**config.mk**
```make
export PLATFORM = sky130hd
export DESIGN_NAME = radio_ctrl_top
export DESIGN_NICKNAME = d
export VERILOG_FILES = /design/src/source/radio_ctrl_pkg.sv /design/src/source/cmd_decoder.sv /design/src/source/freq_phase_calc.sv /design/src/source/tx_keying_fsm.sv /design/src/source/qmsec_timer.sv /design/src/source/cw_level_shaper.sv /design/src/source/tx_baseband_mux.sv /design/src/source/radio_ctrl_top.sv
export VERILOG_INCLUDE_DIRS = /design/src /design/src/source
export SDC_FILE = /design/constraint.sdc
export NUM_CORES = 2
export LEC_CHECK = 0
export BUFFER_PORTS_ARGS = -buffer_cell sky130_fd_sc_hd__buf_4
export CAP_MARGIN = 10
export CELL_PAD_IN_SITES_DETAIL_PLACEMENT = 1
export CELL_PAD_IN_SITES_GLOBAL_PLACEMENT = 2
export CORE_MARGIN = 4
export CORE_UTILIZATION = 41
export DETAILED_ROUTE_END_ITERATION = 10
export PLACE_DENSITY = 0.81
export SYNTH_ARGS = -nofsm -noshare
export SYNTH_HDL_FRONTEND = slang
export SYNTH_SLANG_ARGS = --single-unit
```
**constraint.sdc**
```tcl
create_clock -name clk -period 9.1 [get_ports clk]
set_input_delay 0.455 -clock clk [delete_from_list [all_inputs] [get_ports clk]]
set_output_delay 0.455 -clock clk [all_outputs]
set_load 0.03 [all_outputs]
```
**src/source/radio_ctrl_config.svh**
```systemverilog
`ifndef RADIO_CTRL_CONFIG_SVH
`define RADIO_CTRL_CONFIG_SVH

// System clock in Hz
`define RC_CLK_FREQ 76800000

// Phase multiplier 2^57 / clock for the supported clocks
`define RC_PHASE_MULT ((`RC_CLK_FREQ == 61440000) ? 32'd2345624805 : \
                       (`RC_CLK_FREQ == 79872000) ? 32'd1804326773 : \
                       (`RC_CLK_FREQ == 76800000) ? 32'd1876499845 : 32'd1954687338)

// Round to nearest before the slice
`define RC_PHASE_ROUND 32'd16777216
`define RC_PHASE_MSB 56
`define RC_PHASE_LSB 25

// Command register map
`define RC_ADDR_CTRL      6'h00
`define RC_ADDR_VNA       6'h09
`define RC_ADDR_CW_HANG   6'h10
`define RC_ADDR_TX_TIMING 6'h17
`define RC_ADDR_PRED      6'h2b
`define RC_FREQ_ADDR_TX0  6'h01
`define RC_FREQ_ADDR_RX0  6'h02

// Drive levels
`define RC_MAX_CWLEVEL 19'h4d800
`define RC_VNA_DRIVE   16'h4d80

// Timing register defaults in ms
`define RC_LATENCY_RST  5'd10
`define RC_PTT_HANG_RST 5'd4

`endif

```
**src/source/radio_ctrl_pkg.sv**
```systemverilog
`default_nettype none

package radio_ctrl_pkg;

  typedef logic [31:0] phase_t;
  typedef logic signed [15:0] iq_sample_t;
  typedef logic [6:0] qtimer_t;
  typedef logic [18:0] cw_level_t;
  typedef logic [4:0] ms_time_t;
  typedef logic [9:0] hang_t;

  // Gray coded so one bit changes per step
  typedef enum logic [1:0] {
    IDLE  = 2'b00,
    FREQ1 = 2'b01,
    FREQ2 = 2'b11,
    FREQ3 = 2'b10
  } cmd_state_e;

  typedef enum logic [2:0] {
    NOTX   = 3'b000,
    PRETX  = 3'b001,
    PTTTX  = 3'b011,
    CWTX   = 3'b101,
    CWHANG = 3'b100
  } tx_state_e;

  // ------------------------------------------------------------------------
  // Command word, one view per register address
  // ------------------------------------------------------------------------
  typedef union packed {
    logic [31:0] raw;
    struct packed {
      logic [28:0] rsvd_hi;
      logic        duplex;
      logic [1:0]  rsvd_lo;
    } ctrl;
    struct packed {
      logic [7:0]  rsvd_hi;
      logic        en;
      logic [22:0] rsvd_lo;
    } vna;
    struct packed {
      logic [7:0]  hi;
      logic [5:0]  rsvd_mid;
      logic [1:0]  lo;
      logic [15:0] rsvd_lo;
    } cw_hang;
    struct packed {
      logic [18:0] rsvd_hi;
      logic [4:0]  ptt_hang;
      logic [2:0]  rsvd_mid;
      logic [4:0]  latency;
    } tx_timing;
  } cmd_word_u;

endpackage

`default_nettype wire

```
**src/source/cmd_decoder.sv**
```systemverilog
`default_nettype none
`timescale 1ns/100ps
`include "radio_ctrl_config.svh"

module cmd_decoder import radio_ctrl_pkg::*; (
  input  logic       clk,
  input  logic       rst_all,
  input  logic [5:0] cmd_addr_i,
  input  cmd_word_u  cmd_data_i,
  input  logic       cmd_rqst_i,
  output logic       cmd_ack_o,
  output logic       freq_capture_o,
  output logic       freq_commit_o,
  output logic       duplex_o,
  output logic       vna_o,
  output hang_t      cw_hang_o,
  output ms_time_t   latency_o,
  output ms_time_t   ptt_hang_o
);

  cmd_state_e state;
  logic       freq_addr;

  // All frequency slots of the full radio take the 3-cycle path
  assign freq_addr = cmd_addr_i inside {[6'h01:6'h08], [6'h12:6'h16]};

  always_ff @(posedge clk) begin
    if (rst_all) begin
      state      <= IDLE;
      duplex_o   <= 1'b0;
      vna_o      <= 1'b0;
      cw_hang_o  <= '0;
      latency_o  <= `RC_LATENCY_RST;
      ptt_hang_o <= `RC_PTT_HANG_RST;
    end else begin
      case (state)
        IDLE: begin
          // Requests outside IDLE are dropped
          if (cmd_rqst_i) begin
            if (freq_addr) state <= FREQ1;
            case (cmd_addr_i)
              `RC_ADDR_CTRL: duplex_o <= cmd_data_i.ctrl.duplex;
              `RC_ADDR_VNA:  vna_o    <= cmd_data_i.vna.en;
              `RC_ADDR_CW_HANG: begin
                cw_hang_o <= {cmd_data_i.cw_hang.hi, cmd_data_i.cw_hang.lo};
              end
              `RC_ADDR_TX_TIMING: begin
                latency_o  <= cmd_data_i.tx_timing.latency;
                ptt_hang_o <= cmd_data_i.tx_timing.ptt_hang;
              end
              // Predistortion select has no target here
              `RC_ADDR_PRED: ;
              default: ;
            endcase
          end
        end
        // Two cycles for the multiplier
        FREQ1: state <= FREQ2;
        FREQ2: state <= FREQ3;
        FREQ3: state <= IDLE;
        default: state <= IDLE;
      endcase
    end
  end

  // Product sampled in FREQ2 and phases written in FREQ3
  assign freq_capture_o = (state == FREQ2);
  assign freq_commit_o  = (state == FREQ3);
  // Ack only for frequency commands
  assign cmd_ack_o      = (state == FREQ3);

endmodule

`default_nettype wire

```
**src/source/freq_phase_calc.sv**
```systemverilog
`default_nettype none
`timescale 1ns/100ps
`include "radio_ctrl_config.svh"

module freq_phase_calc import radio_ctrl_pkg::*; (
  input  logic        clk,
  input  logic        rst_all,
  input  logic [5:0]  cmd_addr_i,
  input  logic [31:0] cmd_data_i,
  input  logic        freq_capture_i,
  input  logic        freq_commit_i,
  input  logic        duplex_i,
  output phase_t      tx_phase_o,
  output phase_t      rx_phase_o
);

  logic [63:0] freq_prod;
  phase_t      freq_q;
  logic [5:0]  chan_q;

  // Rounded product of the Hz word and 2^57/clk holds the phase step on top
  assign freq_prod = 64'(cmd_data_i) * 64'(`RC_PHASE_MULT) + 64'(`RC_PHASE_ROUND);

  // Multiplier result has settled by FREQ2
  always_ff @(posedge clk) begin
    if (freq_capture_i) begin
      freq_q <= freq_prod[`RC_PHASE_MSB:`RC_PHASE_LSB];
      chan_q <= cmd_addr_i;
    end
  end

  always_ff @(posedge clk) begin
    if (rst_all) begin
      tx_phase_o <= '0;
      rx_phase_o <= '0;
    end else if (freq_commit_i) begin
      if (chan_q == `RC_FREQ_ADDR_TX0) begin
        tx_phase_o <= freq_q;
        // Simplex RX follows TX
        if (!duplex_i) rx_phase_o <= freq_q;
      end
      if (chan_q == `RC_FREQ_ADDR_RX0) begin
        // Simplex keeps RX on the TX frequency
        rx_phase_o <= duplex_i ? freq_q : tx_phase_o;
      end
    end
  end

endmodule

`default_nettype wire

```
**src/source/tx_keying_fsm.sv**
```systemverilog
`default_nettype none
`timescale 1ns/100ps

module tx_keying_fsm import radio_ctrl_pkg::*; (
  input  logic       clk,
  input  logic       rst_all,
  input  logic       run_i,
  input  logic       ext_keydown_i,
  input  logic       qmsec_pulse_i,
  input  logic       tx_tvalid_i,
  input  logic [3:0] tx_tuser_i,
  input  logic       sample_req_i,
  input  ms_time_t   latency_i,
  input  ms_time_t   ptt_hang_i,
  input  logic       timer_zero_i,
  input  logic       level_zero_i,
  input  logic       level_max_i,
  input  logic       backlog_nonzero_i,
  output logic       tx_on_o,
  output logic       cw_on_o,
  output logic       tx_tready_o,
  output logic       cw_key_o,
  output logic       timer_load_o,
  output qtimer_t    timer_value_o,
  output logic       timer_dec_o,
  output logic       level_up_o,
  output logic       level_down_o,
  output logic       level_hang_load_o,
  output logic       level_clear_o,
  output logic       sample_latch_o,
  output logic       sample_clear_o,
  output logic       backlog_incr_o,
  output logic       backlog_decr_o
);

  tx_state_e state;
  tx_state_e state_next;
  logic      cwx;
  logic      ptt;
  logic      cw_req;
  logic      key_any;

  // Keying requests ride on the sample stream sideband
  assign cwx     = tx_tuser_i[2] & tx_tvalid_i;
  assign ptt     = tx_tuser_i[3] & tx_tvalid_i;
  assign cw_req  = ext_keydown_i | cwx;
  assign key_any = cw_req | ptt;

  // Dropping run parks the transmitter at once
  always_ff @(posedge clk) begin
    if (rst_all || !run_i) state <= NOTX;
    else                   state <= state_next;
  end

  always_comb begin
    state_next        = state;
    tx_on_o           = 1'b1;
    cw_on_o           = 1'b0;
    cw_key_o          = 1'b0;
    tx_tready_o       = sample_req_i;
    timer_load_o      = 1'b0;
    timer_value_o     = {latency_i, 2'b00};
    timer_dec_o       = 1'b0;
    level_up_o        = 1'b0;
    level_down_o      = 1'b0;
    level_hang_load_o = 1'b0;
    level_clear_o     = 1'b0;
    sample_latch_o    = 1'b0;
    sample_clear_o    = 1'b0;
    backlog_incr_o    = 1'b0;
    backlog_decr_o    = 1'b0;

    case (state)
      NOTX: begin
        tx_on_o        = 1'b0;
        sample_clear_o = 1'b1;
        level_clear_o  = 1'b1;
        timer_load_o   = 1'b1;
        // Drain samples banked in PRETX so host time stays coherent
        backlog_decr_o = ~sample_req_i;
        tx_tready_o    = backlog_nonzero_i | sample_req_i;
        if (key_any) state_next = PRETX;
      end

      PRETX: begin
        // Stall the stream so the host buffer fills for the latency time
        tx_tready_o    = 1'b0;
        backlog_incr_o = sample_req_i;
        if (!timer_zero_i) begin
          timer_dec_o = 1'b1;
          if (!key_any) state_next = NOTX;
        end else if (cw_req) begin
          state_next = CWTX;
        end else begin
          state_next = PTTTX;
        end
      end

      PTTTX: begin
        if (ext_keydown_i) begin
          state_next = CWTX;
        end else if (ptt) begin
          // Hang restarts while PTT is held
          timer_load_o   = 1'b1;
          timer_value_o  = {ptt_hang_i, 2'b00};
          sample_latch_o = sample_req_i;
        end else if (!timer_zero_i) begin
          timer_dec_o = 1'b1;
        end else begin
          state_next = NOTX;
        end
      end

      CWTX: begin
        cw_on_o  = 1'b1;
        cw_key_o = 1'b1;
        if (cw_req) begin
          // Rising edge of the keying envelope
          level_up_o   = ~level_max_i;
          timer_load_o = 1'b1;
        end else if (!timer_zero_i) begin
          // Key up delayed by the buffer latency
          timer_dec_o = 1'b1;
        end else if (!level_zero_i) begin
          level_down_o = 1'b1;
        end else begin
          // Level register reused as the hang counter
          timer_load_o      = 1'b1;
          level_hang_load_o = 1'b1;
          state_next        = CWHANG;
        end
      end

      CWHANG: begin
        cw_on_o = 1'b1;
        if (cw_req) begin
          if (!timer_zero_i) begin
            timer_dec_o = 1'b1;
          end else begin
            timer_load_o  = 1'b1;
            level_clear_o = 1'b1;
            state_next    = CWTX;
          end
        end else if (!level_zero_i) begin
          // Hang counts down in quarter ms
          level_down_o = qmsec_pulse_i;
        end else begin
          state_next = NOTX;
        end
      end

      default: state_next = NOTX;
    endcase
  end

endmodule

`default_nettype wire

```
**src/source/qmsec_timer.sv**
```systemverilog
`default_nettype none
`timescale 1ns/100ps

module qmsec_timer import radio_ctrl_pkg::*; (
  input  logic    clk,
  input  logic    rst_all,
  input  logic    load_i,
  input  qtimer_t value_i,
  input  logic    dec_i,
  input  logic    qmsec_pulse_i,
  output logic    zero_o
);

  qtimer_t count;

  // Load wins over count down
  always_ff @(posedge clk) begin
    if (rst_all) begin
      count <= '0;
    end else if (load_i) begin
      count <= value_i;
    end else if (dec_i && qmsec_pulse_i && !zero_o) begin
      count <= count - qtimer_t'(1);
    end
  end

  assign zero_o = (count == '0);

endmodule

`default_nettype wire

```
**src/source/cw_level_shaper.sv**
```systemverilog
`default_nettype none
`timescale 1ns/100ps
`include "radio_ctrl_config.svh"

module cw_level_shaper import radio_ctrl_pkg::*; (
  input  logic      clk,
  input  logic      rst_all,
  input  logic      up_i,
  input  logic      down_i,
  input  logic      hang_load_i,
  input  hang_t     hang_i,
  input  logic      clear_i,
  output cw_level_t level_o,
  output logic      zero_o,
  output logic      max_o
);

  // One LSB per step with the top 15 bits driving I
  always_ff @(posedge clk) begin
    if (rst_all || clear_i) begin
      level_o <= '0;
    end else if (hang_load_i) begin
      // Hang time in quarter ms
      level_o <= {7'b0000000, hang_i, 2'b00};
    end else if (up_i && !max_o) begin
      level_o <= level_o + cw_level_t'(1);
    end else if (down_i && !zero_o) begin
      level_o <= level_o - cw_level_t'(1);
    end
  end

  assign zero_o = (level_o == '0);
  assign max_o  = (level_o == `RC_MAX_CWLEVEL);

endmodule

`default_nettype wire

```
**src/source/tx_baseband_mux.sv**
```systemverilog
`default_nettype none
`timescale 1ns/100ps
`include "radio_ctrl_config.svh"

module tx_baseband_mux import radio_ctrl_pkg::*; (
  input  logic        clk,
  input  logic        rst_all,
  input  logic [31:0] tx_tdata_i,
  input  logic        latch_i,
  input  logic        clear_i,
  input  logic        incr_i,
  input  logic        decr_i,
  input  logic        vna_i,
  input  logic        cw_key_i,
  input  cw_level_t   level_i,
  output logic        backlog_nonzero_o,
  output iq_sample_t  tx_i_o,
  output iq_sample_t  tx_q_o
);

  iq_sample_t  ptt_i;
  iq_sample_t  ptt_q;
  logic [10:0] backlog;

  // ------------------------------------------------------------------------
  // PTT sample hold
  // ------------------------------------------------------------------------
  // Held between requests
  always_ff @(posedge clk) begin
    if (clear_i) begin
      ptt_i <= '0;
      ptt_q <= '0;
    end else if (latch_i) begin
      ptt_i <= tx_tdata_i[31:16];
      ptt_q <= tx_tdata_i[15:0];
    end
  end

  // Samples banked during PRETX
  always_ff @(posedge clk) begin
    if (rst_all) begin
      backlog <= '0;
    end else if (incr_i) begin
      backlog <= backlog + 11'd1;
    end else if (decr_i && backlog_nonzero_o) begin
      backlog <= backlog - 11'd1;
    end
  end

  assign backlog_nonzero_o = |backlog;

  // ------------------------------------------------------------------------
  // Output select with VNA over CW over voice
  // ------------------------------------------------------------------------
  always_ff @(posedge clk) begin
    if (rst_all) begin
      tx_i_o <= '0;
      tx_q_o <= '0;
    end else if (vna_i) begin
      tx_i_o <= `RC_VNA_DRIVE;
      tx_q_o <= '0;
    end else if (cw_key_i) begin
      // Carrier on I only
      tx_i_o <= {1'b0, level_i[18:4]};
      tx_q_o <= '0;
    end else begin
      tx_i_o <= ptt_i;
      tx_q_o <= ptt_q;
    end
  end

endmodule

`default_nettype wire

```
**src/source/radio_ctrl_top.sv**
```systemverilog
`default_nettype none
`timescale 1ns/100ps

module radio_ctrl_top import radio_ctrl_pkg::*; (
  input  logic        clk,
  input  logic        rst_all,
  input  logic        run_i,
  input  logic        qmsec_pulse_i,
  input  logic        ext_keydown_i,
  input  logic [31:0] tx_tdata_i,
  input  logic        tx_tvalid_i,
  input  logic [3:0]  tx_tuser_i,
  input  logic        sample_req_i,
  input  logic [5:0]  cmd_addr_i,
  input  cmd_word_u   cmd_data_i,
  input  logic        cmd_rqst_i,
  output logic        tx_tready_o,
  output logic        tx_on_o,
  output logic        cw_on_o,
  output iq_sample_t  tx_i_o,
  output iq_sample_t  tx_q_o,
  output phase_t      tx_phase_o,
  output phase_t      rx_phase_o,
  output logic        cmd_ack_o
);

  logic      freq_capture, freq_commit;
  logic      duplex, vna;
  hang_t     cw_hang;
  ms_time_t  latency, ptt_hang;
  logic      cw_key;
  logic      timer_load, timer_dec, timer_zero;
  qtimer_t   timer_value;
  logic      level_up, level_down, level_hang_load, level_clear;
  logic      level_zero, level_max;
  cw_level_t level;
  logic      sample_latch, sample_clear;
  logic      backlog_incr, backlog_decr, backlog_nonzero;

  // ------------------------------------------------------------------------
  // Command side
  // ------------------------------------------------------------------------
  cmd_decoder u_cmd (
    .clk, .rst_all, .cmd_addr_i, .cmd_data_i, .cmd_rqst_i, .cmd_ack_o,
    .freq_capture_o(freq_capture), .freq_commit_o(freq_commit),
    .duplex_o(duplex), .vna_o(vna), .cw_hang_o(cw_hang),
    .latency_o(latency), .ptt_hang_o(ptt_hang)
  );

  freq_phase_calc u_freq (
    .clk, .rst_all, .cmd_addr_i, .cmd_data_i(cmd_data_i.raw),
    .freq_capture_i(freq_capture), .freq_commit_i(freq_commit),
    .duplex_i(duplex), .tx_phase_o, .rx_phase_o
  );

  // ------------------------------------------------------------------------
  // Transmit keying
  // ------------------------------------------------------------------------
  tx_keying_fsm u_keying (
    .clk, .rst_all, .run_i, .ext_keydown_i, .qmsec_pulse_i,
    .tx_tvalid_i, .tx_tuser_i, .sample_req_i,
    .latency_i(latency), .ptt_hang_i(ptt_hang), .timer_zero_i(timer_zero),
    .level_zero_i(level_zero), .level_max_i(level_max),
    .backlog_nonzero_i(backlog_nonzero),
    .tx_on_o, .cw_on_o, .tx_tready_o, .cw_key_o(cw_key),
    .timer_load_o(timer_load), .timer_value_o(timer_value), .timer_dec_o(timer_dec),
    .level_up_o(level_up), .level_down_o(level_down),
    .level_hang_load_o(level_hang_load), .level_clear_o(level_clear),
    .sample_latch_o(sample_latch), .sample_clear_o(sample_clear),
    .backlog_incr_o(backlog_incr), .backlog_decr_o(backlog_decr)
  );

  qmsec_timer u_timer (
    .clk, .rst_all, .load_i(timer_load), .value_i(timer_value),
    .dec_i(timer_dec), .qmsec_pulse_i, .zero_o(timer_zero)
  );

  cw_level_shaper u_level (
    .clk, .rst_all, .up_i(level_up), .down_i(level_down),
    .hang_load_i(level_hang_load), .hang_i(cw_hang), .clear_i(level_clear),
    .level_o(level), .zero_o(level_zero), .max_o(level_max)
  );

  // Baseband toward the external interpolator
  tx_baseband_mux u_mux (
    .clk, .rst_all, .tx_tdata_i, .latch_i(sample_latch), .clear_i(sample_clear),
    .incr_i(backlog_incr), .decr_i(backlog_decr), .vna_i(vna),
    .cw_key_i(cw_key), .level_i(level),
    .backlog_nonzero_o(backlog_nonzero), .tx_i_o, .tx_q_o
  );

endmodule

`default_nettype wire

```
[Word level (Yosys, flattened, before mapping)]
Index checks and enable logic that the tools add are counted.
Word-level totals
  input bits: 82
  output and inout port bits: 100
  register bits after elaboration: 230
  logic and storage cells: 169
Operators by class
  reduce and logical (&&, ||, !) cells: 37
  bitwise logic cells: 7
  eq/ne operators: 25
  $mul: 1
  add/subtract/negate cells: 6
  order comparisons: 4
  mux-type cells: 68
Operators with widths (number)
  $mux W32: 4
  $add A57 B25 Y57 const B: 1
  $mul A32 B31 Y57 const B: 1
  $mux W3: 13
  $mux W19: 2
  $mux W7: 5
  $mux W1: 30
  $mux W15: 2
  $mux W11: 2
  $add A19 B1 Y19 const B: 1
  $eq A19 B19 Y1 const B: 1
  $logic_not A19 Y1: 1
  $sub A19 B1 Y19 const B: 1
  $pmux W3 S5: 1
  $reduce_and A3 Y1: 5
  $eq A6 B5 Y1 const B: 2
  $mux W12: 1
  $add A11 B1 Y11 const B: 1
  $reduce_or A11 Y1: 1
  $sub A11 B1 Y11 const B: 1
  $ne A2 B1 Y1 const B: 5
  $reduce_bool A2 Y1: 5
  $ne A3 B2 Y1 const B: 3
  $reduce_and A9 Y1: 1
  other kinds (34): 58

[Longest topological paths before layout]
  word-level depth: 9
  gate-level depth with buffers: 27
  gate-level depth less buffers: 27

[Cells and area by module]
From an unflattened synthesis, not the netlist that was laid out.
Unflattened totals
  cells, all modules: 2569
  area, all modules: 25912.4 um2
Modules (own cells, without submodules)
  freq_phase_calc: cells each 1815, seq. area each 2422.3 um2, instances 1, area an instance 19033.3 um2
  tx_baseband_mux: cells each 283, seq. area each 1501.4 um2, instances 1, area an instance 2929.1 um2
  cw_level_shaper: cells each 219, seq. area each 380.4 um2, instances 1, area an instance 1735.4 um2
  cmd_decoder: cells each 120, seq. area each 480.5 um2, instances 1, area an instance 1151.1 um2
  tx_keying_fsm: cells each 78, seq. area each 60.1 um2, instances 1, area an instance 584.3 um2
  qmsec_timer: cells each 54, seq. area each 140.1 um2, instances 1, area an instance 479.2 um2

[Worst setup path after synthesis]
OpenSTA, ideal clock, no wires.
  path type: input -> register
  start: input port cmd_data_i[11] (netlist bit)
  end: register u_freq.freq_q[29], data pin
  path buffers: 0
  setup slack: 2151 ps
  data arrival time: 6691 ps
  required time: 8842 ps
  cell stages on the path: 23
  library setup time: 258 ps
  cells stage by stage: fa_1 fa_1 inv_1 fa_1 fa_1 inv_1 fa_1 inv_1 fa_1 inv_1 fa_1 fa_1 ha_1 a21oi_1 nand2_1 or4b_4 nor3_4 o31ai_2 a2111oi_2 a21oi_2 a2111o_1 a21bo_1 xor2_1
Between the ends
  word-level cells in the longest chain between the ends: 2
Ends and longest elaborated chain
  start: declaration: RTL line radio_ctrl_top.sv:15  | input cmd_word_u cmd_data_i,
  $mul A32 B31 Y57: RTL line freq_phase_calc.sv:22  | assign freq_prod = 64'(cmd_data_i) * 64'(`RC_PHASE_MULT) + 64'(`RC_PHASE_ROUND);
  $add A57 B25 Y57: RTL line freq_phase_calc.sv:22
  via u_freq.freq_prod[54]: RTL line freq_phase_calc.sv:17  | logic [63:0] freq_prod;
  end signal: assignment: RTL line freq_phase_calc.sv:27  | freq_q <= freq_prod[`RC_PHASE_MSB:`RC_PHASE_LSB];
  end: declaration: RTL line freq_phase_calc.sv:18  | phase_t freq_q;
The timed path passes the listed nets, and every way through them passes these cells.
A chain may end at the register's enable or synchronous reset.

[Worst setup path after layout]
Ends and elaborated chain as after synthesis.

==> impl_summary.log <==
[metrics] flip-flop and latch area: between 0.004 and 0.005 mm^2
[metrics] Detailed Route WL: ~70 mm
[metrics] Total GRT Usage: between 20% and 30%
[metrics] total number of clock tree sinks: 230
[metrics] largest fanout of any net on the critical path: 8
[metrics] max-capacitance violation count: 0
[metrics] slew of the pin with the lowest slew margin: 1.062 ns
[metrics] num ports: between 150 and 200
[metrics] worst hold-check path type: input pin to register
[metrics] total setup buffers inserted after CTS: 0
[metrics] Area after DPL: about 0.027 mm^2
[metrics] Worst path most repeated cell: fa_1
[metrics] fraction of the core area covered by cells at the end of the flow: roughly 47%
[metrics] post-detailed-route via-to-cell ratio: a little over 5
[metrics] most used flip-flop cell after synthesis: dfxtp_1
[metrics] Post-Synthesis Net Count: ~3400
[metrics] remaining antenna violation count after routing: 0
[metrics] Pre-Repair DR Iteration Count: 4
[metrics] most frequent cells in the layout: inv_1, fa_1, ha_1
[metrics] routed len/inst: roughly 20 um
[metrics] number of nets in the final layout: between 3000 and 4000
[metrics] total inserted antenna cells: 0
[metrics] sequential area share after synthesis: between 10% and 20%
[metrics] critical path startpoint category: input pin
[metrics] minimum setup slack among reg-to-reg paths: ~3.9 ns
[metrics] number of flops mapped to enable cells by yosys: 38
[metrics] worst hold-check slack: 0.1280 ns
[metrics] Multi-input gate area: 0.01772 mm^2
[metrics] CTS buffer count: 26
[metrics] core region area: roughly 0.060 mm^2
[metrics] placed wire-length estimate after detailed placement: roughly 61 mm
[metrics] leading cell type in the layout, fill and taps excluded: inv_1
[metrics] RSZ-0062 raised after global routing: no
[metrics] clock-pin transition on the worst setup and hold timing paths: ~0.060 ns
[metrics] Post-Syn Area: about 0.025 mm^2
[metrics] growth of design area from synthesis to finish: 12.47%
[metrics] Yosys reg bits: 230
[metrics] Resized Gates After CTS: 0
[metrics] type of the worst setup path: input pin to register
[metrics] global-route wire length before repair: between 100 and 150 mm
[metrics] die height: about 250 um
[metrics] busiest layer in global routing: met2
[metrics] remaining global-route overflow: 0
[metrics] number of vias in the routed layout: roughly 18000
[metrics] WP data arrival: 7.86 ns
[metrics] Die Width: approximately 250 um
[metrics] post-synthesis instance total: roughly 2500
[metrics] GP Congestion: between 0.9 and 1
[metrics] Netlist cell types: a little under 70
[metrics] maximum clock insertion buffer count: 3
[metrics] clock tree from TritonCTS: done
[metrics] sum of negative setup slack: 0 ns
[metrics] cell chosen for the clock root: clkbuf_16
[metrics] synthesized area per cell: around 9.8 um^2
[metrics] # setup viols final: 0
[metrics] pin count of the biggest net entering global routing: 65
[metrics] fraction of final layout cells with drive strength greater than 1: under 10%
[metrics] 1st-iter DRT viols: around 610
[metrics] yosys synthesis warning count: 0
[metrics] final clock skew: 0.01072 ns
[metrics] number of global-route vias before repair: between 15000 and 20000
[metrics] global routing met3 resource utilization: slightly above 4%
[metrics] Filler Cell Count: about 6700
[metrics] nature of the critical path endpoint: register
[metrics] asr flop ratio synth: 0%
[metrics] global routing usage on met1: between 20% and 30%
[metrics] outcome: finished clean
[metrics] post-route DRC violation count: 0
[metrics] relative max-transition margin: 29.22%
[metrics] htree depth: 1
[metrics] period utilization: between 80 and 90%
[metrics] total number of placement rows: 90
[metrics] critical path required time: 9.39 ns
[metrics] Max Freq: 132.2 MHz
[metrics] antenna violations before repair: 3
[metrics] Final Critical Period: 7.567 ns
[metrics] number of buffers added to fix hold violations after cts: 0
[metrics] global-route met2 utilization: between 30% and 40%
[metrics] Slew Limit Fails: 0
[metrics] initial cell density of the core: approximately two fifths
[metrics] largest stage delay on the critical path: around 0.65 ns
[metrics] final instance area: 0.02806 mm^2
[metrics] number of buffers added on ports: around 180
[metrics] slowest stage cell on the critical path: fa_1
[metrics] Hold Vio Cnt, Final: 0
[metrics] Die Area: 0.06486 mm^2
[metrics] clock latency on the worst-skew pair: around 0.54 ns
[metrics] crit path cell chain: buf_4 > fa_1 > fa_1 > inv_1 > fa_1 > fa_1 > inv_1 > fa_1 > inv_1 > fa_1 > inv_1 > fa_1 > fa_1 > ha_1 > a21oi_1 > nand2_1 > or4b_4 > nor3_4 > o31ai_2 > a2111oi_2 > a21oi_2 > a2111o_1 > a21bo_1 > xor2_1
## logic make-up (layout without fill, tap and decap cells)
kind of cell    Yosys count  in the layout  synth area share [%]
fa+ha+maj               735            735                 48.71
xor+xnor                 68             68                 2.387
compound gates          352            352                 8.776
simple gates            505            505                 9.077
buf+inv                 604            776                 9.092
mux                      49             49                 1.976
flops                   230            230                 19.98
## through the flow
stage          cells  setup WS, ns
2_1_floorplan   2543         2.151
3_3_place_gp    3447         1.036
3_5_place_dp    3447        0.9391
4_1_cts         3495         1.511
5_1_grt         3497         1.330
6_report        3497         1.533
## metal layers
| metal | share of wire, % | routed length (um) | vias up |
|---|---|---|---|
| li1 | - | - | 8404 |
| met1 | 43 | 30580 | 8993 |
| met2 | 49 | 34710 | 305 |
| met3 | 5.0 | 3498 | 78 |
| met4 | 2.3 | 1629 | 6 |
| met5 | 0.067 | 47 | - |
## area by class of cell
cell class / count / share of cell area, %
timing repair buffer: 186 / 5.119
clock inverter: 11 / 0.4726
tap: 782 / 3.487
multi-input combinational: 1709 / 63.15
clock buffer: 37 / 2.756
inverter: 542 / 7.250
sequential: 230 / 17.76
## critical path, delay by kind of cell
family	cells	cell delay, ns
buffers and inverters	5	0.44
xor gates and xnor gates	1	0.14
AOI/OAI and AO/OA	6	1.53
adders and majority gates	9	4.22
and+or+nand+nor	3	1.06
## final timing paths
check / from / end / depth (start not counted)
max reg2reg: u_keying.state[2] / u_level.level_o[18] / 16
min: cmd_addr_i[5] / u_freq.chan_q[5] / 1
min reg2reg: u_mux.ptt_q[0] / u_mux.ptt_q[0] / 2
max: cmd_data_i[11] / u_freq.freq_q[29] / 24
## cell usage after synthesis, types with 7 or more instances
master	count	area (um^2)
a31oi_1	13	81.33
nand2b_1	11	68.82
dfxtp_1	192	3844
ha_1	341	4267
fa_1	394	7888
nor2b_1	15	93.84
xor2_1	26	227.7
a211oi_1	42	315.3
and2_1	23	143.9
inv_1	542	2034
xnor2_1	42	367.9
mux2i_1	47	470.5
clkbuf_1	61	229.0
nor4_1	8	50.05
o21ai_0	34	170.2
nor2_1	147	551.8
nor3_1	21	105.1
a21oi_1	167	835.8
a221oi_1	7	61.31
a21o_1	30	225.2
o21bai_1	7	52.55
edfxtp_1	38	1141
nand3_1	12	60.06
nand2_1	220	825.8
and3_1	7	43.79
o21a_1	7	52.55
## registers in the layout, indices dropped and copies added, names as in the netlist, 6 cells and up
signal and flops:
u_freq.freq_q 32, u_freq.rx_phase_o 32, u_freq.tx_phase_o 32, u_level.level_o 19, u_mux.ptt_i 16, u_mux.ptt_q 16, u_mux.tx_i_o 16, u_mux.tx_q_o 16
u_mux.backlog 11, u_cmd.cw_hang_o 10, u_timer.count 7, u_freq.chan_q 6
Power is not shown: default switching activity piles up to over one toggle a cycle in this logic, so the estimate is an artifact.
